==> src/source/uart_pkg.sv <==
// UART package: widths, FIFO sizing, FSM encodings, status bits and the host word layout
package uart_pkg;

    localparam int DATA_W = 8;
    localparam int DIV_W = 16;
    localparam int FIFO_DEPTH = 8;

    // 115200 baud from a 50 MHz clock
    localparam logic [DIV_W-1:0] DEFAULT_DIVIDE = 16'd434;

    localparam int PTR_W = $clog2(FIFO_DEPTH);
    localparam int CNT_W = $clog2(FIFO_DEPTH + 1);
    localparam logic [PTR_W-1:0] LAST_PTR = PTR_W'(FIFO_DEPTH - 1);
    localparam logic [CNT_W-1:0] FULL_CNT = CNT_W'(FIFO_DEPTH);

    localparam int BIT_W = $clog2(DATA_W);
    localparam logic [BIT_W-1:0] LAST_BIT = BIT_W'(DATA_W - 1);

    // Serial FSM states, shared by both engines
    localparam logic [1:0] ST_IDLE = 2'd0;
    localparam logic [1:0] ST_START = 2'd1;
    localparam logic [1:0] ST_DATA = 2'd2;
    localparam logic [1:0] ST_STOP = 2'd3;

    // Status byte bit positions, bits 7..5 read as zero
    localparam int STAT_TX_NOT_FULL = 0;
    localparam int STAT_TX_EMPTY = 1;
    localparam int STAT_RX_NOT_EMPTY = 2;
    localparam int STAT_RX_FULL = 3;
    localparam int STAT_FRAME_ERR = 4;

    // Host data bus, read as a divisor on baud writes or a byte on data writes
    typedef union packed {
        logic [DIV_W-1:0] divisor;
        struct packed {
            logic [DIV_W-DATA_W-1:0] unused;
            logic [DATA_W-1:0] tx_data;
        } tx;
    } host_word_u;

endpackage

==> src/source/fifo_if.sv <==
// FIFO interface: push and pop strobes, data in both directions and the level flags
`timescale 1ns/1ns

interface fifo_if;
    import uart_pkg::*;

    logic wr;
    logic [DATA_W-1:0] wr_data;
    logic rd;
    logic [DATA_W-1:0] rd_data;
    logic empty;
    logic full;

    modport fifo (input wr, input wr_data, input rd,
                  output rd_data, output empty, output full);

    modport user (output wr, output wr_data, output rd,
                  input rd_data, input empty, input full);

endinterface

==> src/source/sync_fifo.sv <==
// Synchronous FIFO with first-word fall-through head and full/empty flags
`timescale 1ns/1ns

module sync_fifo (
    input logic clk,
    input logic rst,
    fifo_if.fifo q
);
    import uart_pkg::*;

    logic [DATA_W-1:0] mem [FIFO_DEPTH];
    logic [PTR_W-1:0] wr_ptr;
    logic [PTR_W-1:0] rd_ptr;
    logic [CNT_W-1:0] count;
    logic do_wr;
    logic do_rd;

    // Overflow and underflow requests are dropped
    assign do_wr = q.wr && !q.full;
    assign do_rd = q.rd && !q.empty;

    assign q.empty = (count == '0);
    assign q.full = (count == FULL_CNT);
    assign q.rd_data = mem[rd_ptr];

    always_ff @(posedge clk) begin
        if (do_wr) begin
            mem[wr_ptr] <= q.wr_data;
        end
    end

    always_ff @(posedge clk) begin
        if (rst) begin
            wr_ptr <= '0;
            rd_ptr <= '0;
            count <= '0;
        end else begin
            if (do_wr) begin
                wr_ptr <= (wr_ptr == LAST_PTR) ? '0 : wr_ptr + 1'b1;
            end
            if (do_rd) begin
                rd_ptr <= (rd_ptr == LAST_PTR) ? '0 : rd_ptr + 1'b1;
            end
            if (do_wr && !do_rd) begin
                count <= count + 1'b1;
            end else if (do_rd && !do_wr) begin
                count <= count - 1'b1;
            end
        end
    end

    // The user is expected to guard its own strobes
    a_no_push_full: assert property (@(posedge clk) disable iff (rst) !(q.wr && q.full));
    a_no_pop_empty: assert property (@(posedge clk) disable iff (rst) !(q.rd && q.empty));

endmodule

==> src/source/uart_tx.sv <==
// UART transmitter: sends one 8N1 frame per start pulse at the programmed bit period
`timescale 1ns/1ns

module uart_tx (
    input logic clk,
    input logic rst,
    input logic [uart_pkg::DIV_W-1:0] divisor,
    input logic start,
    input logic [uart_pkg::DATA_W-1:0] tx_byte,
    output logic tx,
    output logic busy
);
    import uart_pkg::*;

    logic [1:0] state;
    logic [DIV_W-1:0] cnt;
    logic [BIT_W-1:0] bit_idx;
    logic [DATA_W-1:0] shift;

    assign busy = (state != ST_IDLE);

    always_ff @(posedge clk) begin
        if (rst) begin
            state <= ST_IDLE;
            tx <= 1'b1;
            cnt <= '0;
            bit_idx <= '0;
        end else begin
            case (state)
                ST_IDLE: begin
                    if (start) begin
                        shift <= tx_byte;
                        cnt <= divisor - 1'b1;
                        tx <= 1'b0;
                        state <= ST_START;
                    end
                end
                ST_START: begin
                    if (cnt == '0) begin
                        // First data bit, LSB first
                        tx <= shift[0];
                        shift <= shift >> 1;
                        cnt <= divisor - 1'b1;
                        bit_idx <= '0;
                        state <= ST_DATA;
                    end else begin
                        cnt <= cnt - 1'b1;
                    end
                end
                ST_DATA: begin
                    if (cnt == '0) begin
                        cnt <= divisor - 1'b1;
                        if (bit_idx == LAST_BIT) begin
                            tx <= 1'b1;
                            state <= ST_STOP;
                        end else begin
                            tx <= shift[0];
                            shift <= shift >> 1;
                            bit_idx <= bit_idx + 1'b1;
                        end
                    end else begin
                        cnt <= cnt - 1'b1;
                    end
                end
                default: begin
                    // Stop bit, line already high
                    if (cnt == '0) begin
                        state <= ST_IDLE;
                    end else begin
                        cnt <= cnt - 1'b1;
                    end
                end
            endcase
        end
    end

    a_start_idle: assert property (@(posedge clk) disable iff (rst) start |-> !busy);

endmodule

==> src/source/uart_rx.sv <==
// UART receiver: finds the start bit, samples at bit centers and flags bad stop bits
`timescale 1ns/1ns

module uart_rx (
    input logic clk,
    input logic rst,
    input logic [uart_pkg::DIV_W-1:0] divisor,
    input logic rx,
    output logic [uart_pkg::DATA_W-1:0] rx_byte,
    output logic received,
    output logic frame_err,
    output logic receiving
);
    import uart_pkg::*;

    logic rx_meta;
    logic rx_sync;
    logic rx_prev;
    logic [1:0] state;
    logic [DIV_W-1:0] cnt;
    logic [BIT_W-1:0] bit_idx;

    assign receiving = (state != ST_IDLE);

    // Two-flop synchronizer plus edge history
    always_ff @(posedge clk) begin
        if (rst) begin
            rx_meta <= 1'b1;
            rx_sync <= 1'b1;
            rx_prev <= 1'b1;
        end else begin
            rx_meta <= rx;
            rx_sync <= rx_meta;
            rx_prev <= rx_sync;
        end
    end

    always_ff @(posedge clk) begin
        if (rst) begin
            state <= ST_IDLE;
            cnt <= '0;
            bit_idx <= '0;
            received <= 1'b0;
            frame_err <= 1'b0;
        end else begin
            received <= 1'b0;
            frame_err <= 1'b0;
            case (state)
                ST_IDLE: begin
                    if (rx_prev && !rx_sync) begin
                        // Half period to land mid start bit
                        cnt <= divisor >> 1;
                        state <= ST_START;
                    end
                end
                ST_START: begin
                    if (cnt == '0) begin
                        if (!rx_sync) begin
                            cnt <= divisor - 1'b1;
                            bit_idx <= '0;
                            state <= ST_DATA;
                        end else begin
                            // Glitch, not a real start bit
                            state <= ST_IDLE;
                        end
                    end else begin
                        cnt <= cnt - 1'b1;
                    end
                end
                ST_DATA: begin
                    if (cnt == '0) begin
                        rx_byte <= {rx_sync, rx_byte[DATA_W-1:1]};
                        cnt <= divisor - 1'b1;
                        if (bit_idx == LAST_BIT) begin
                            state <= ST_STOP;
                        end else begin
                            bit_idx <= bit_idx + 1'b1;
                        end
                    end else begin
                        cnt <= cnt - 1'b1;
                    end
                end
                default: begin
                    if (cnt == '0) begin
                        received <= rx_sync;
                        frame_err <= !rx_sync;
                        state <= ST_IDLE;
                    end else begin
                        cnt <= cnt - 1'b1;
                    end
                end
            endcase
        end
    end

    // Bit period must hold for the whole frame
    a_div_stable: assert property (@(posedge clk) disable iff (rst)
        receiving |=> $stable(divisor));

endmodule

==> src/source/uart_controller.sv <==
// UART controller: host registers, divisor, transmit pump and status around two FIFOs
`timescale 1ns/1ns

module uart_controller (
    input logic clk,
    input logic rst,
    input logic rx,
    input logic wr_en,
    input logic read,
    input logic baud_wr_en,
    input logic [15:0] data,
    output logic [uart_pkg::DATA_W-1:0] data_out,
    output logic [7:0] status_out,
    output logic tx,
    output logic uart_wait
);
    import uart_pkg::*;

    host_word_u host_word;
    logic [DIV_W-1:0] divisor;
    logic tx_start;
    logic tx_start_q;
    logic tx_busy;
    logic [DATA_W-1:0] rx_byte;
    logic rx_received;
    logic rx_frame_err;
    logic rx_receiving;
    logic [7:0] status_next;

    fifo_if tx_q ();
    fifo_if rx_q ();

    sync_fifo tx_fifo (
        .clk (clk),
        .rst (rst),
        .q   (tx_q.fifo)
    );

    sync_fifo rx_fifo (
        .clk (clk),
        .rst (rst),
        .q   (rx_q.fifo)
    );

    uart_tx uart_tx_inst (
        .clk     (clk),
        .rst     (rst),
        .divisor (divisor),
        .start   (tx_start),
        .tx_byte (tx_q.rd_data),
        .tx      (tx),
        .busy    (tx_busy)
    );

    uart_rx uart_rx_inst (
        .clk       (clk),
        .rst       (rst),
        .divisor   (divisor),
        .rx        (rx),
        .rx_byte   (rx_byte),
        .received  (rx_received),
        .frame_err (rx_frame_err),
        .receiving (rx_receiving)
    );

    assign host_word = data;

    // Host push, dropped when the transmit FIFO is full
    assign tx_q.wr = wr_en && !tx_q.full;
    assign tx_q.wr_data = host_word.tx.tx_data;

    // Transmit pump, one start per idle gap
    assign tx_start = !tx_q.empty && !tx_busy && !tx_start_q;
    assign tx_q.rd = tx_start;

    // Received bytes are lost when the receive FIFO is full
    assign rx_q.wr = rx_received && !rx_q.full;
    assign rx_q.wr_data = rx_byte;
    assign rx_q.rd = read && !rx_q.empty;
    assign data_out = rx_q.rd_data;

    always_comb begin
        status_next = '0;
        status_next[STAT_TX_NOT_FULL] = !tx_q.full;
        status_next[STAT_TX_EMPTY] = tx_q.empty;
        status_next[STAT_RX_NOT_EMPTY] = !rx_q.empty;
        status_next[STAT_RX_FULL] = rx_q.full;
        // Sticky until a read, a new error wins over the clear
        status_next[STAT_FRAME_ERR] = rx_frame_err || (status_out[STAT_FRAME_ERR] && !read);
    end

    always_ff @(posedge clk) begin
        if (rst) begin
            divisor <= DEFAULT_DIVIDE;
            tx_start_q <= 1'b0;
            uart_wait <= 1'b0;
            status_out <= '0;
        end else begin
            tx_start_q <= tx_start;
            status_out <= status_next;
            if (wr_en) begin
                uart_wait <= tx_q.full;
            end
            if (baud_wr_en) begin
                divisor <= host_word.divisor;
            end
        end
    end

    // Divisor may only change between frames in both directions
    a_baud_idle: assert property (@(posedge clk) disable iff (rst)
        baud_wr_en |-> !tx_busy && !rx_receiving);

endmodule

==> config.mk <==
export PLATFORM = sky130hd
export DESIGN_NAME = uart_controller
export DESIGN_NICKNAME = d
export VERILOG_FILES = /design/src/source/uart_pkg.sv /design/src/source/fifo_if.sv /design/src/source/sync_fifo.sv /design/src/source/uart_tx.sv /design/src/source/uart_rx.sv /design/src/source/uart_controller.sv
export SDC_FILE = /design/constraint.sdc
export NUM_CORES = 1
export LEC_CHECK = 0
export BUFFER_PORTS_ARGS = -buffer_cell sky130_fd_sc_hd__buf_2
export CORE_AREA = 2 2 134 136
export DETAILED_ROUTE_END_ITERATION = 8
export DIE_AREA = 0 0 136 138
export PLACE_DENSITY_LB_ADDON = 0.3
export SLEW_MARGIN = 20
export SYNTH_ARGS = -nofsm -noshare
export SYNTH_HDL_FRONTEND = slang
export SYNTH_SLANG_ARGS = --single-unit
==> constraint.sdc <==
create_clock -name clk -period 6.4 [get_ports clk]
set_input_delay 0.64 -clock clk [delete_from_list [all_inputs] [get_ports clk]]
set_output_delay 0.64 -clock clk [all_outputs]
set_load 0.05 [all_outputs]
Word level (Yosys, flattened, before mapping). Memory sizes are Yosys's and may differ from the RTL's. A register that Yosys moved wholly into a read port is not among the register bits. Cells that the tools add are included.

Input port bits: 22. Memory bits (writable): 128. Output and inout bits: 18. Logic and storage cells: 179. Flip-flop bits (word level): 110. Memories kept: 2.

Memories: rx_fifo.mem (depth 8, bits a word 8, read ports 1, clocked after Yosys merged registers in 1, write ports 1, line sync_fifo.sv:11) `logic [DATA_W-1:0] mem [FIFO_DEPTH];`; tx_fifo.mem (depth 8, bits a word 8, read ports 1, clocked after Yosys merged registers in 1, write ports 1, line sync_fifo.sv:11).

Add/sub/neg operators: 13. Reductions and logical operators: 53. Mux-type cells: 58. Eq/ne operators: 26. Bitwise gates (word level): 2.

Operators with widths (number): $mux W16 (8); $pmux W16 S3 (1); $sub A16 B1 Y16 const B (3); $mux W3 (15); $logic_not A16 Y1 (2); $mux W8 (4); $pmux W16 S2 (1); $pmux W8 S3 (1); $mux W2 (11); $add A3 B1 Y3 const B (6); $eq A3 B3 Y1 const B (6); $mux W4 (4); $logic_and A1 B1 Y1 (15); $reduce_and A5 Y1 (3); $ne A2 B1 Y1 const B (7); $reduce_bool A2 Y1 (7); $logic_not A1 Y1 (12); $pmux W2 S3 (2); $pmux W3 S2 (2); $add A4 B1 Y4 const B (2); $eq A4 B4 Y1 const B (2); $logic_not A4 Y1 (2); $mux W1 (8); $ne A2 B2 Y1 const B (4); other kinds (16) (24).

Longest topological paths before layout. Gate-level depths: netlist (run 1).

Depth in word-level cells: 8. Mapped depth: 12. Mapped depth without buffers: 12.

Modules after synthesis. Synthesis (run 1) repeated with hierarchy kept, for this count alone.

Cells, all modules: 930. Area, all modules: 11534.8 um2.

By module, submodules not included: sync_fifo (sequential area each 2182.1 um2, instances 2, cells an instance 169, area each 3159.3 um2); uart_rx (sequential area each 760.7 um2, instances 1, cells an instance 275, area each 2268.4 um2); uart_tx (sequential area each 680.7 um2, instances 1, cells an instance 240, area each 2107.0 um2); uart_controller (sequential area each 460.4 um2, instances 1, cells an instance 77, area each 840.8 um2).

Worst setup path before layout (run 1). No wires, ideal clock.

Path type: reg-to-output. Start: register (tool-made name). End: output port data_out[0] in the netlist's numbering. Path buffers: 2. Arrival: 2.164 ns. Setup slack: 3.596 ns. Required time: 5.760 ns. Stages on the path, launching flop included: 5. Cells stage by stage: dfxtp_1 > clkbuf_1 > buf_1 > mux4_2 > mux2_2.

RTL lines: end, declared (line uart_controller.sv:12) `output logic [uart_pkg::DATA_W-1:0] data_out,`.

Worst setup path in the final report (run 1).
Start: register uart_rx_inst.cnt[0]. End: register uart_rx_inst.cnt[6].

Cells in the longest elaborated chain, start to end: 3. Elaborated cells between the ends (all ways): 9. Those cells by class: add/sub: 1; eq/ne: 2; mux: 4; reduce/logical: 2.

Ends and longest elaborated chain: start, declared (line uart_rx.sv:20) `logic [DIV_W-1:0] cnt;`; start signal, assigned (line uart_rx.sv:52) `cnt <= divisor >> 1;`; start signal, assigned (line uart_rx.sv:59) `cnt <= divisor - 1'b1;`; start signal, assigned (line uart_rx.sv:67) `cnt <= cnt - 1'b1;`; $sub A16 B1 Y16 / $logic_not A16 Y1 (equally long branches); $mux W16, or another cell as far along (line uart_rx.sv:84) `if (cnt == '0) begin`; $pmux W16 S3 / $reduce_and A3 Y1 (equally long branches).

Parallel ways exist; a longest one is shown, timed or not. The select of a mux whose other input is x is not followed. A chain may end at the register's enable or synchronous reset.

==> reports/qor.csv, run 1 <==
metric,value,unit
status,completed,
Synth async-reset ratio,0,%
Worst R2R Path Depth,7,
clock root buffer,clkbuf_16,
"Clk Latency, worst-skew pair",520,ps
met3 Track Usage GR,3.630,%
path type of the worst setup path,reg2reg,
post-synthesis cell count,918,
RSZ-0062 raised after global routing,no,
wire per inst,20.61,um
Fmax,320.6,MHz
WP data arrival,3530,ps
crit path max fanout,13,
Die Area,18770,um2
1st-iter DRT viols,841,
number of global-route vias before repair,7332,
M2 GR Usage,43.45,%
Clock Path Buffers,3,
CP endpoint kind,flip-flop,
Hold Path End,uart_rx_inst.rx_meta,
post-synth top area cell,edfxtp_1,
"FF+latch count, synth",241,
syn avg cell area,12.10,um2
final wirelength,24470,um
vias,7650,
slew margin rel.,32.73,%
Max Cap Violations,0,
worst slew pin tran,1005,ps
number of H-tree levels,1,
routability congestion estimate,0.9294,
Hold Buf Count CTS,0,
CP Launch Type,flip-flop,
layout cells sized above 1,16.51,%
drt pass-1 iters,5,
most common cell in the netlist,edfxtp_1,
CTS Buf Count,24,
Most used DFF post-synth,edfxtp_1,
IO Port Bufs,36,
Final period util,48.74,%
pin count of the biggest net entering global routing,36,
HP Class,in2reg,
Resized Gates After CTS,0,
Cell Rows,49,
Synth top area share,38.91,%
global-route wire length before repair,39340,um
"Req. time, crit path",6810,ps
Max Slew Vio Count,0,
remaining antenna violation count after routing,0,
synth cell count leaders,"edfxtp_1, dfxtp_1, nor2_1",
min-delay src,rx,
post-synthesis sequential area ratio,56.39,%
Max Clock Skew,21.68,ps
synth unique cells,74,
Post-synth EDFFs,144,
Reg2Reg Setup Slack,3280,ps
endpoints failing hold,0,
Crit Reg-Reg Startpoint,uart_rx_inst.cnt[0],
fin nets,992,
final setup margin,3281,ps
Post-CTS Setup Inserts,0,
Static Leakage,4.292,nW
Die Span Y,138,um
# clock sinks,241,
DRC,0,
via/cell ratio,6.445,
grt total ovfl,0,
global route hottest layer,met2,
antenna violations before repair,1,
met1 Use GR,37.05,%
Hold Path Depth,2,
yosys warns,0,
Core Region,17530,um2
TritonCTS clock tree,done,
Power Dens Cells,456.9,nW/um2
Total Routing Usage GR,26.61,%
Tmin final,3119,ps
Final setup viols,0,
largest cells by area after synthesis,"edfxtp_1, dfxtp_1, mux4_2, ha_1, mux2i_1",
Reg-to-Reg End,uart_rx_inst.cnt[6],
DP Wirelength,15760,um
Place WS,3386,ps
maximum vdd ir drop,305.5,uV
Mapped Area,11110,um2
Area Growth Syn to Fin,10.60,%
clock slew at reported path FFs,60,ps
Fin Setup TNS,0,ps
die width,136,um
Top Ports,40,
starting density of the core,63.37,%
==> layer usage <==
layer | up-vias | wire (um)
li1 | 3543 | -
met1 | 3760 | 10040
met2 | 295 | 11910
met3 | 52 | 1736
met4 | 0 | 778
met5 | - | 0
==> worst max-delay path, stage by stage (launching register included) <==
cell,delay [ps]
dfxtp_1,350
inv_1,70
ha_1,200
nor4b_2,580
nand4_1,610
o21bai_1,650
nor2_1,270
a32o_1,280
==> final cells by class <==
type	instances	area [um2]
Timing Repair Buffer	48	270.3
Tap cell	229	286.5
Clock inverter	18	207.7
Antenna cell	1	2.502
Multi-Input combinational cell	589	4494
Sequential cell	241	6267
Clock buffer	26	629.4
Inverter	35	131.4
Fill cell	1256	5245
==> power by group <==
part           total (mW)  internal, mW  switching [mW]  leakage [nW]
logic                2.07         0.809            1.26          1.80
clock network        1.47         0.878           0.597         0.398
registers            2.07          1.85           0.221          2.10
==> logic make-up (layout without fill, tap and decap cells) <==
group | count (synthesis) | count (layout) | share of synthesized area (%)
other | 1 | 4 | 0.03375
AND/OR/NAND/NOR | 264 | 264 | 12.50
XOR/XNOR | 24 | 24 | 1.892
multiplexers | 69 | 69 | 9.909
AO/OA/AOI/OAI | 198 | 198 | 12.28
buffers and inverters | 90 | 127 | 3.367
adder cells (fa/ha/maj) | 31 | 31 | 3.626
flip-flops | 241 | 241 | 56.39
==> registers in the layout, summed over array words and instances, names as in the netlist, 3 cells and up, named ones only <==
register	flops
rx_fifo.count	4
uart_tx_inst.shift	8
tx_fifo.rd_ptr	3
status_out	5
tx_fifo.mem	64
rx_fifo.mem	64
tx_fifo.count	4
uart_rx_inst.bit_idx	3
tx_fifo.wr_ptr	3
uart_tx_inst.cnt	16
rx_fifo.rd_ptr	3
rx_fifo.wr_ptr	3
uart_rx_inst.cnt	16
uart_rx_inst.rx_byte	8
uart_tx_inst.bit_idx	3
divisor	16
==> cell usage in the layout (no fill, tap or decap), types with 7 or more instances in the layout <==
cell type	n
buf_4	12
mux4_2	32
dfxtp_1	96
clkbuf_16	25
ha_1	29
a32o_1	11
nor2_1	68
xnor2_1	17
nor3_1	33
or4_1	9
nand4_1	8
nor4_1	16
nand3_1	11
mux2_2	8
o211ai_1	11
a21oi_1	48
nand2_1	62
xor2_1	7
mux2i_1	29
nand2b_1	10
buf_2	36
o21ai_0	46
edfxtp_1	144
inv_1	35
==> how the worst max path moves through the flow <==
stage | from | to | cells after the start
after floorplan | flip-flop | data_out[0] | 4
after global placement | uart_rx_inst.cnt[0] | uart_rx_inst.cnt[13] | 7
after detailed placement | uart_rx_inst.cnt[0] | uart_rx_inst.cnt[6] | 7
after CTS | flip-flop | data_out[7] | 3
after global routing | uart_rx_inst.cnt[0] | uart_rx_inst.cnt[13] | 7
final | uart_rx_inst.cnt[0] | uart_rx_inst.cnt[6] | 7
==> metrics by stage <==
stage          area [um2]  hold slack, ps  power (mW)  util (%)  cells
4_1_cts             12290           311.6       5.606     70.07   1186
6_report            12290           319.7       5.615     70.09   1187
3_5_place_dp        11450           399.5       4.119     65.29   1142
2_1_floorplan       11120           389.5       3.711         -    920
3_3_place_gp        11440           400.8       4.069     65.24   1142
5_1_grt             12290           309.5       5.914     70.09   1187
Note: power is estimated with default switching activity, not from simulation.
==> run 2, diff against run 1 <==
- ABC_AREA: unset -> 1
- CORE_AREA: 2 2 134 136 -> 2 2 146 148
- DIE_AREA: 0 0 136 138 -> 0 0 148 150
- clock period: 6.4 -> 2.7 ns (I/O delays scaled with it)
==> run 2 against run 1 <==
Net effect:
- synthesized cell count grew 36%
- count of clock-buffer cells in the layout grew 10
- total power grew 140%
- critical endpoint is now data_out[2]
- flip-flop and latch count is the same
- utilization shrank 8.9 points
- setup slack lost 3100 ps
- final cell count grew 34%
- sequential power grew 130%
- first-iteration DRC count shrank 30%
- clock power grew 120%
==> reports/qor.csv, run 2 <==
metric,value,unit,change
endpoints failing hold,0,,unchanged
"FF+latch count, synth",241,,unchanged
met1 Use GR,31.49,%,was 37.05%
global-route wire length before repair,40500,um,was 39340 um
crit path max fanout,19,,was 13
layout cells sized above 1,10.54,%,was 16.51%
"Largest stage delay, worst path",450,ps,was 650 ps
min-delay src,data[10],,was rx
synth unique cells,47,,was 74
DP Wirelength,16430,um,was 15760 um
drt pass-1 iters,5,,unchanged
post-synthesis cell count,1247,,was 918
Power Dens Cells,1052,nW/um2,was 456.9 nW/um2
Max Slew Vio Count,0,,unchanged
Crit Reg-Reg Startpoint,tx_fifo.count[0],,was uart_rx_inst.cnt[0]
Area Growth Syn to Fin,11.84,%,was 10.60%
path type of the worst setup path,reg2out,,was reg2reg
Fin Setup TNS,0,ps,unchanged
Tmin final,2522,ps,
Fmax,396.5,MHz,
antenna violations before repair,0,,was 1
RSZ-0062 raised after global routing,no,,unchanged
post-synthesis sequential area ratio,55.34,%,was 56.39%
pin count of the biggest net entering global routing,36,,unchanged
Synth top area share,38.19,%,was 38.91%
"Req. time, crit path",2430,ps,was 6810 ps
CTS Buf Count,25,,was 24
Area after DPL,11870,um2,was 11450 um2
Most used DFF post-synth,edfxtp_1,,unchanged
slowest CP cell,inv_1,,was o21bai_1
number of global-route vias before repair,8307,,was 7332
Final setup viols,0,,unchanged
die width,148,um,was 136 um
Cell Rows,53,,was 49
Final Hold Slack,32.95,ps,was 319.7 ps
syn avg cell area,9.079,um2,was 12.10 um2
Top Ports,40,,unchanged
most frequent cells in the layout,"nor2_1, nand2_1, edfxtp_1, o21ai_0, dfxtp_1",,"was edfxtp_1, dfxtp_1, nor2_1, nand2_1, a21oi_1"
CP Launch Type,flip-flop,,unchanged
worst slew pin tran,606.8,ps,was 1005 ps
WP data arrival,2250,ps,was 3530 ps
"commonest non-fill, non-tap cell in the layout",nor2_1,,was edfxtp_1
clock root buffer,clkbuf_16,,unchanged
Synth async-reset ratio,0,%,unchanged
M2 GR Usage,36.55,%,was 43.45%
fin util,61.20,%,was 70.09%
1st-iter DRT viols,588,,was 841
DRC,0,,unchanged
yosys warns,0,,unchanged
# clock sinks,241,,unchanged
largest cells by area after synthesis,"edfxtp_1, dfxtp_1, nor2_1, nand2_1, o21ai_0",,"was edfxtp_1, dfxtp_1, mux4_2, ha_1, mux2i_1"
met3 Track Usage GR,3.171,%,was 3.630%
Post-synth EDFFs,144,,unchanged
Core Region,20690,um2,was 17530 um2
crit path cell chain,"inv_1, buf_4, nor2_1, o22ai_1, nor2_1, a31oi_1, buf_2",,"was inv_1, ha_1, nor4b_2, nand4_1, o21bai_1, nor2_1, a32o_1"
IO Port Bufs,36,,unchanged
fin nets,1353,,was 992
post-route cell area,12660,um2,was 12290 um2
CP endpoint kind,output port,,was flip-flop
Die Area,22200,um2,was 18770 um2
routability congestion estimate,0.8808,,was 0.9294
vias,8676,,was 7650
wire per inst,15.26,um,was 20.61 um
Clock Path Buffers,3,,unchanged
starting density of the core,54.72,%,was 63.37%
slew margin rel.,59.50,%,was 32.73%
status,completed,,unchanged
"Clk Latency, worst-skew pair",520,ps,about the same
HP Class,in2reg,,unchanged
via/cell ratio,5.443,,was 6.445
Static Leakage,5.154,nW,was 4.292 nW
Mapped Area,11320,um2,was 11110 um2
Max Clock Skew,18.34,ps,was 21.68 ps
grt total ovfl,0,,unchanged
Total Routing Usage GR,22.39,%,was 26.61%
Post-CTS Setup Inserts,0,,unchanged
remaining antenna violation count after routing,0,,unchanged
most common cell in the netlist,nor2_1,,was edfxtp_1
post-synth top area cell,edfxtp_1,,unchanged
clock slew at reported path FFs,60,ps,about the same
CP dominant cell by count,nor2_1,,
TritonCTS clock tree,done,,unchanged
global route hottest layer,met2,,unchanged
final wirelength,24320,um,was 24470 um
Final period util,93.42,%,
Max Cap Violations,0,,unchanged
synth cell count leaders,"nor2_1, nand2_1, edfxtp_1",,"was edfxtp_1, dfxtp_1, nor2_1"
Final Power,13.33,mW,was 5.615 mW
Die Span Y,150,um,was 138 um
number of H-tree levels,1,,unchanged
top flop regs,"rx_fifo.mem x64, tx_fifo.mem x64",,unchanged
n_diodes,0,,was 1
maximum vdd ir drop,575.6,uV,was 305.5 uV
run 2: area by class of cell:
class	instances	area, um2
Fill cell	1773	8028
Sequential cell	241	6266
Multi-Input combinational cell	857	4448
Clock buffer	36	666.9
Timing Repair Buffer	72	470.5
Inverter	103	389.1
Tap cell	275	344.1
Clock inverter	10	77.57
run 2: worst paths after layout:
| kind | end | slack (ps) | depth (start not counted) |
|---|---|---|---|
| worst max-delay path | data_out[2] | 180 | 7 |
| worst min-delay path | divisor[10] | 30 | 3 |
| worst max register to register | tx_fifo.count[3] | 290 | 13 |
| worst min register to register | uart_rx_inst.rx_sync | 410 | 1 |
run 2: power by group:
group	internal (mW)	total [mW]	switching [mW]
combinational	1.75	5.37	3.62
clock	1.81	3.17	1.35
sequential	4.41	4.79	0.373
total	7.97	13.3	5.35
run 2: metal layers:
layer  routed length, um  up-vias  share of wire [%]
li1                    -     4356                  -
met1               11480     4039                 47
met2               11060      239                 45
met3                1278       42                5.3
met4                 500        0                2.1
met5                   0        -                  0
run 2: cell families after synthesis:
family	synth area share, %
and+or+nand+nor	19.07
buffers and inverters	5.592
adders and majority gates	3.558
muxes	1.238
DFF	55.34
xor gates and xnor gates	2.089
AOI/OAI and AO/OA	13.07
other	0.03312
run 2: worst max-delay path: cells and delay by family, from the launching register on:
kind	cells	cell delay (ps)
AOI/OAI and AO/OA	2	360
DFF	1	310
and+or+nand+nor	2	100
buffers and inverters	3	980
run 2: timing repair:
item                       in CTS  in global routing
setup endpoints to repair       0                  2
gates resized for setup         0                  4
hold buffers                    3                  0
hold endpoints to repair        3                  0
run 2: metrics by stage:
step / setup slack [ps] / cells
after floorplan: 437.1 / 1249
after global placement: 395.1 / 1545
after detailed placement: 292.4 / 1545
after CTS: 142.4 / 1594
after global routing: 3.500 / 1594
final: 177.7 / 1594
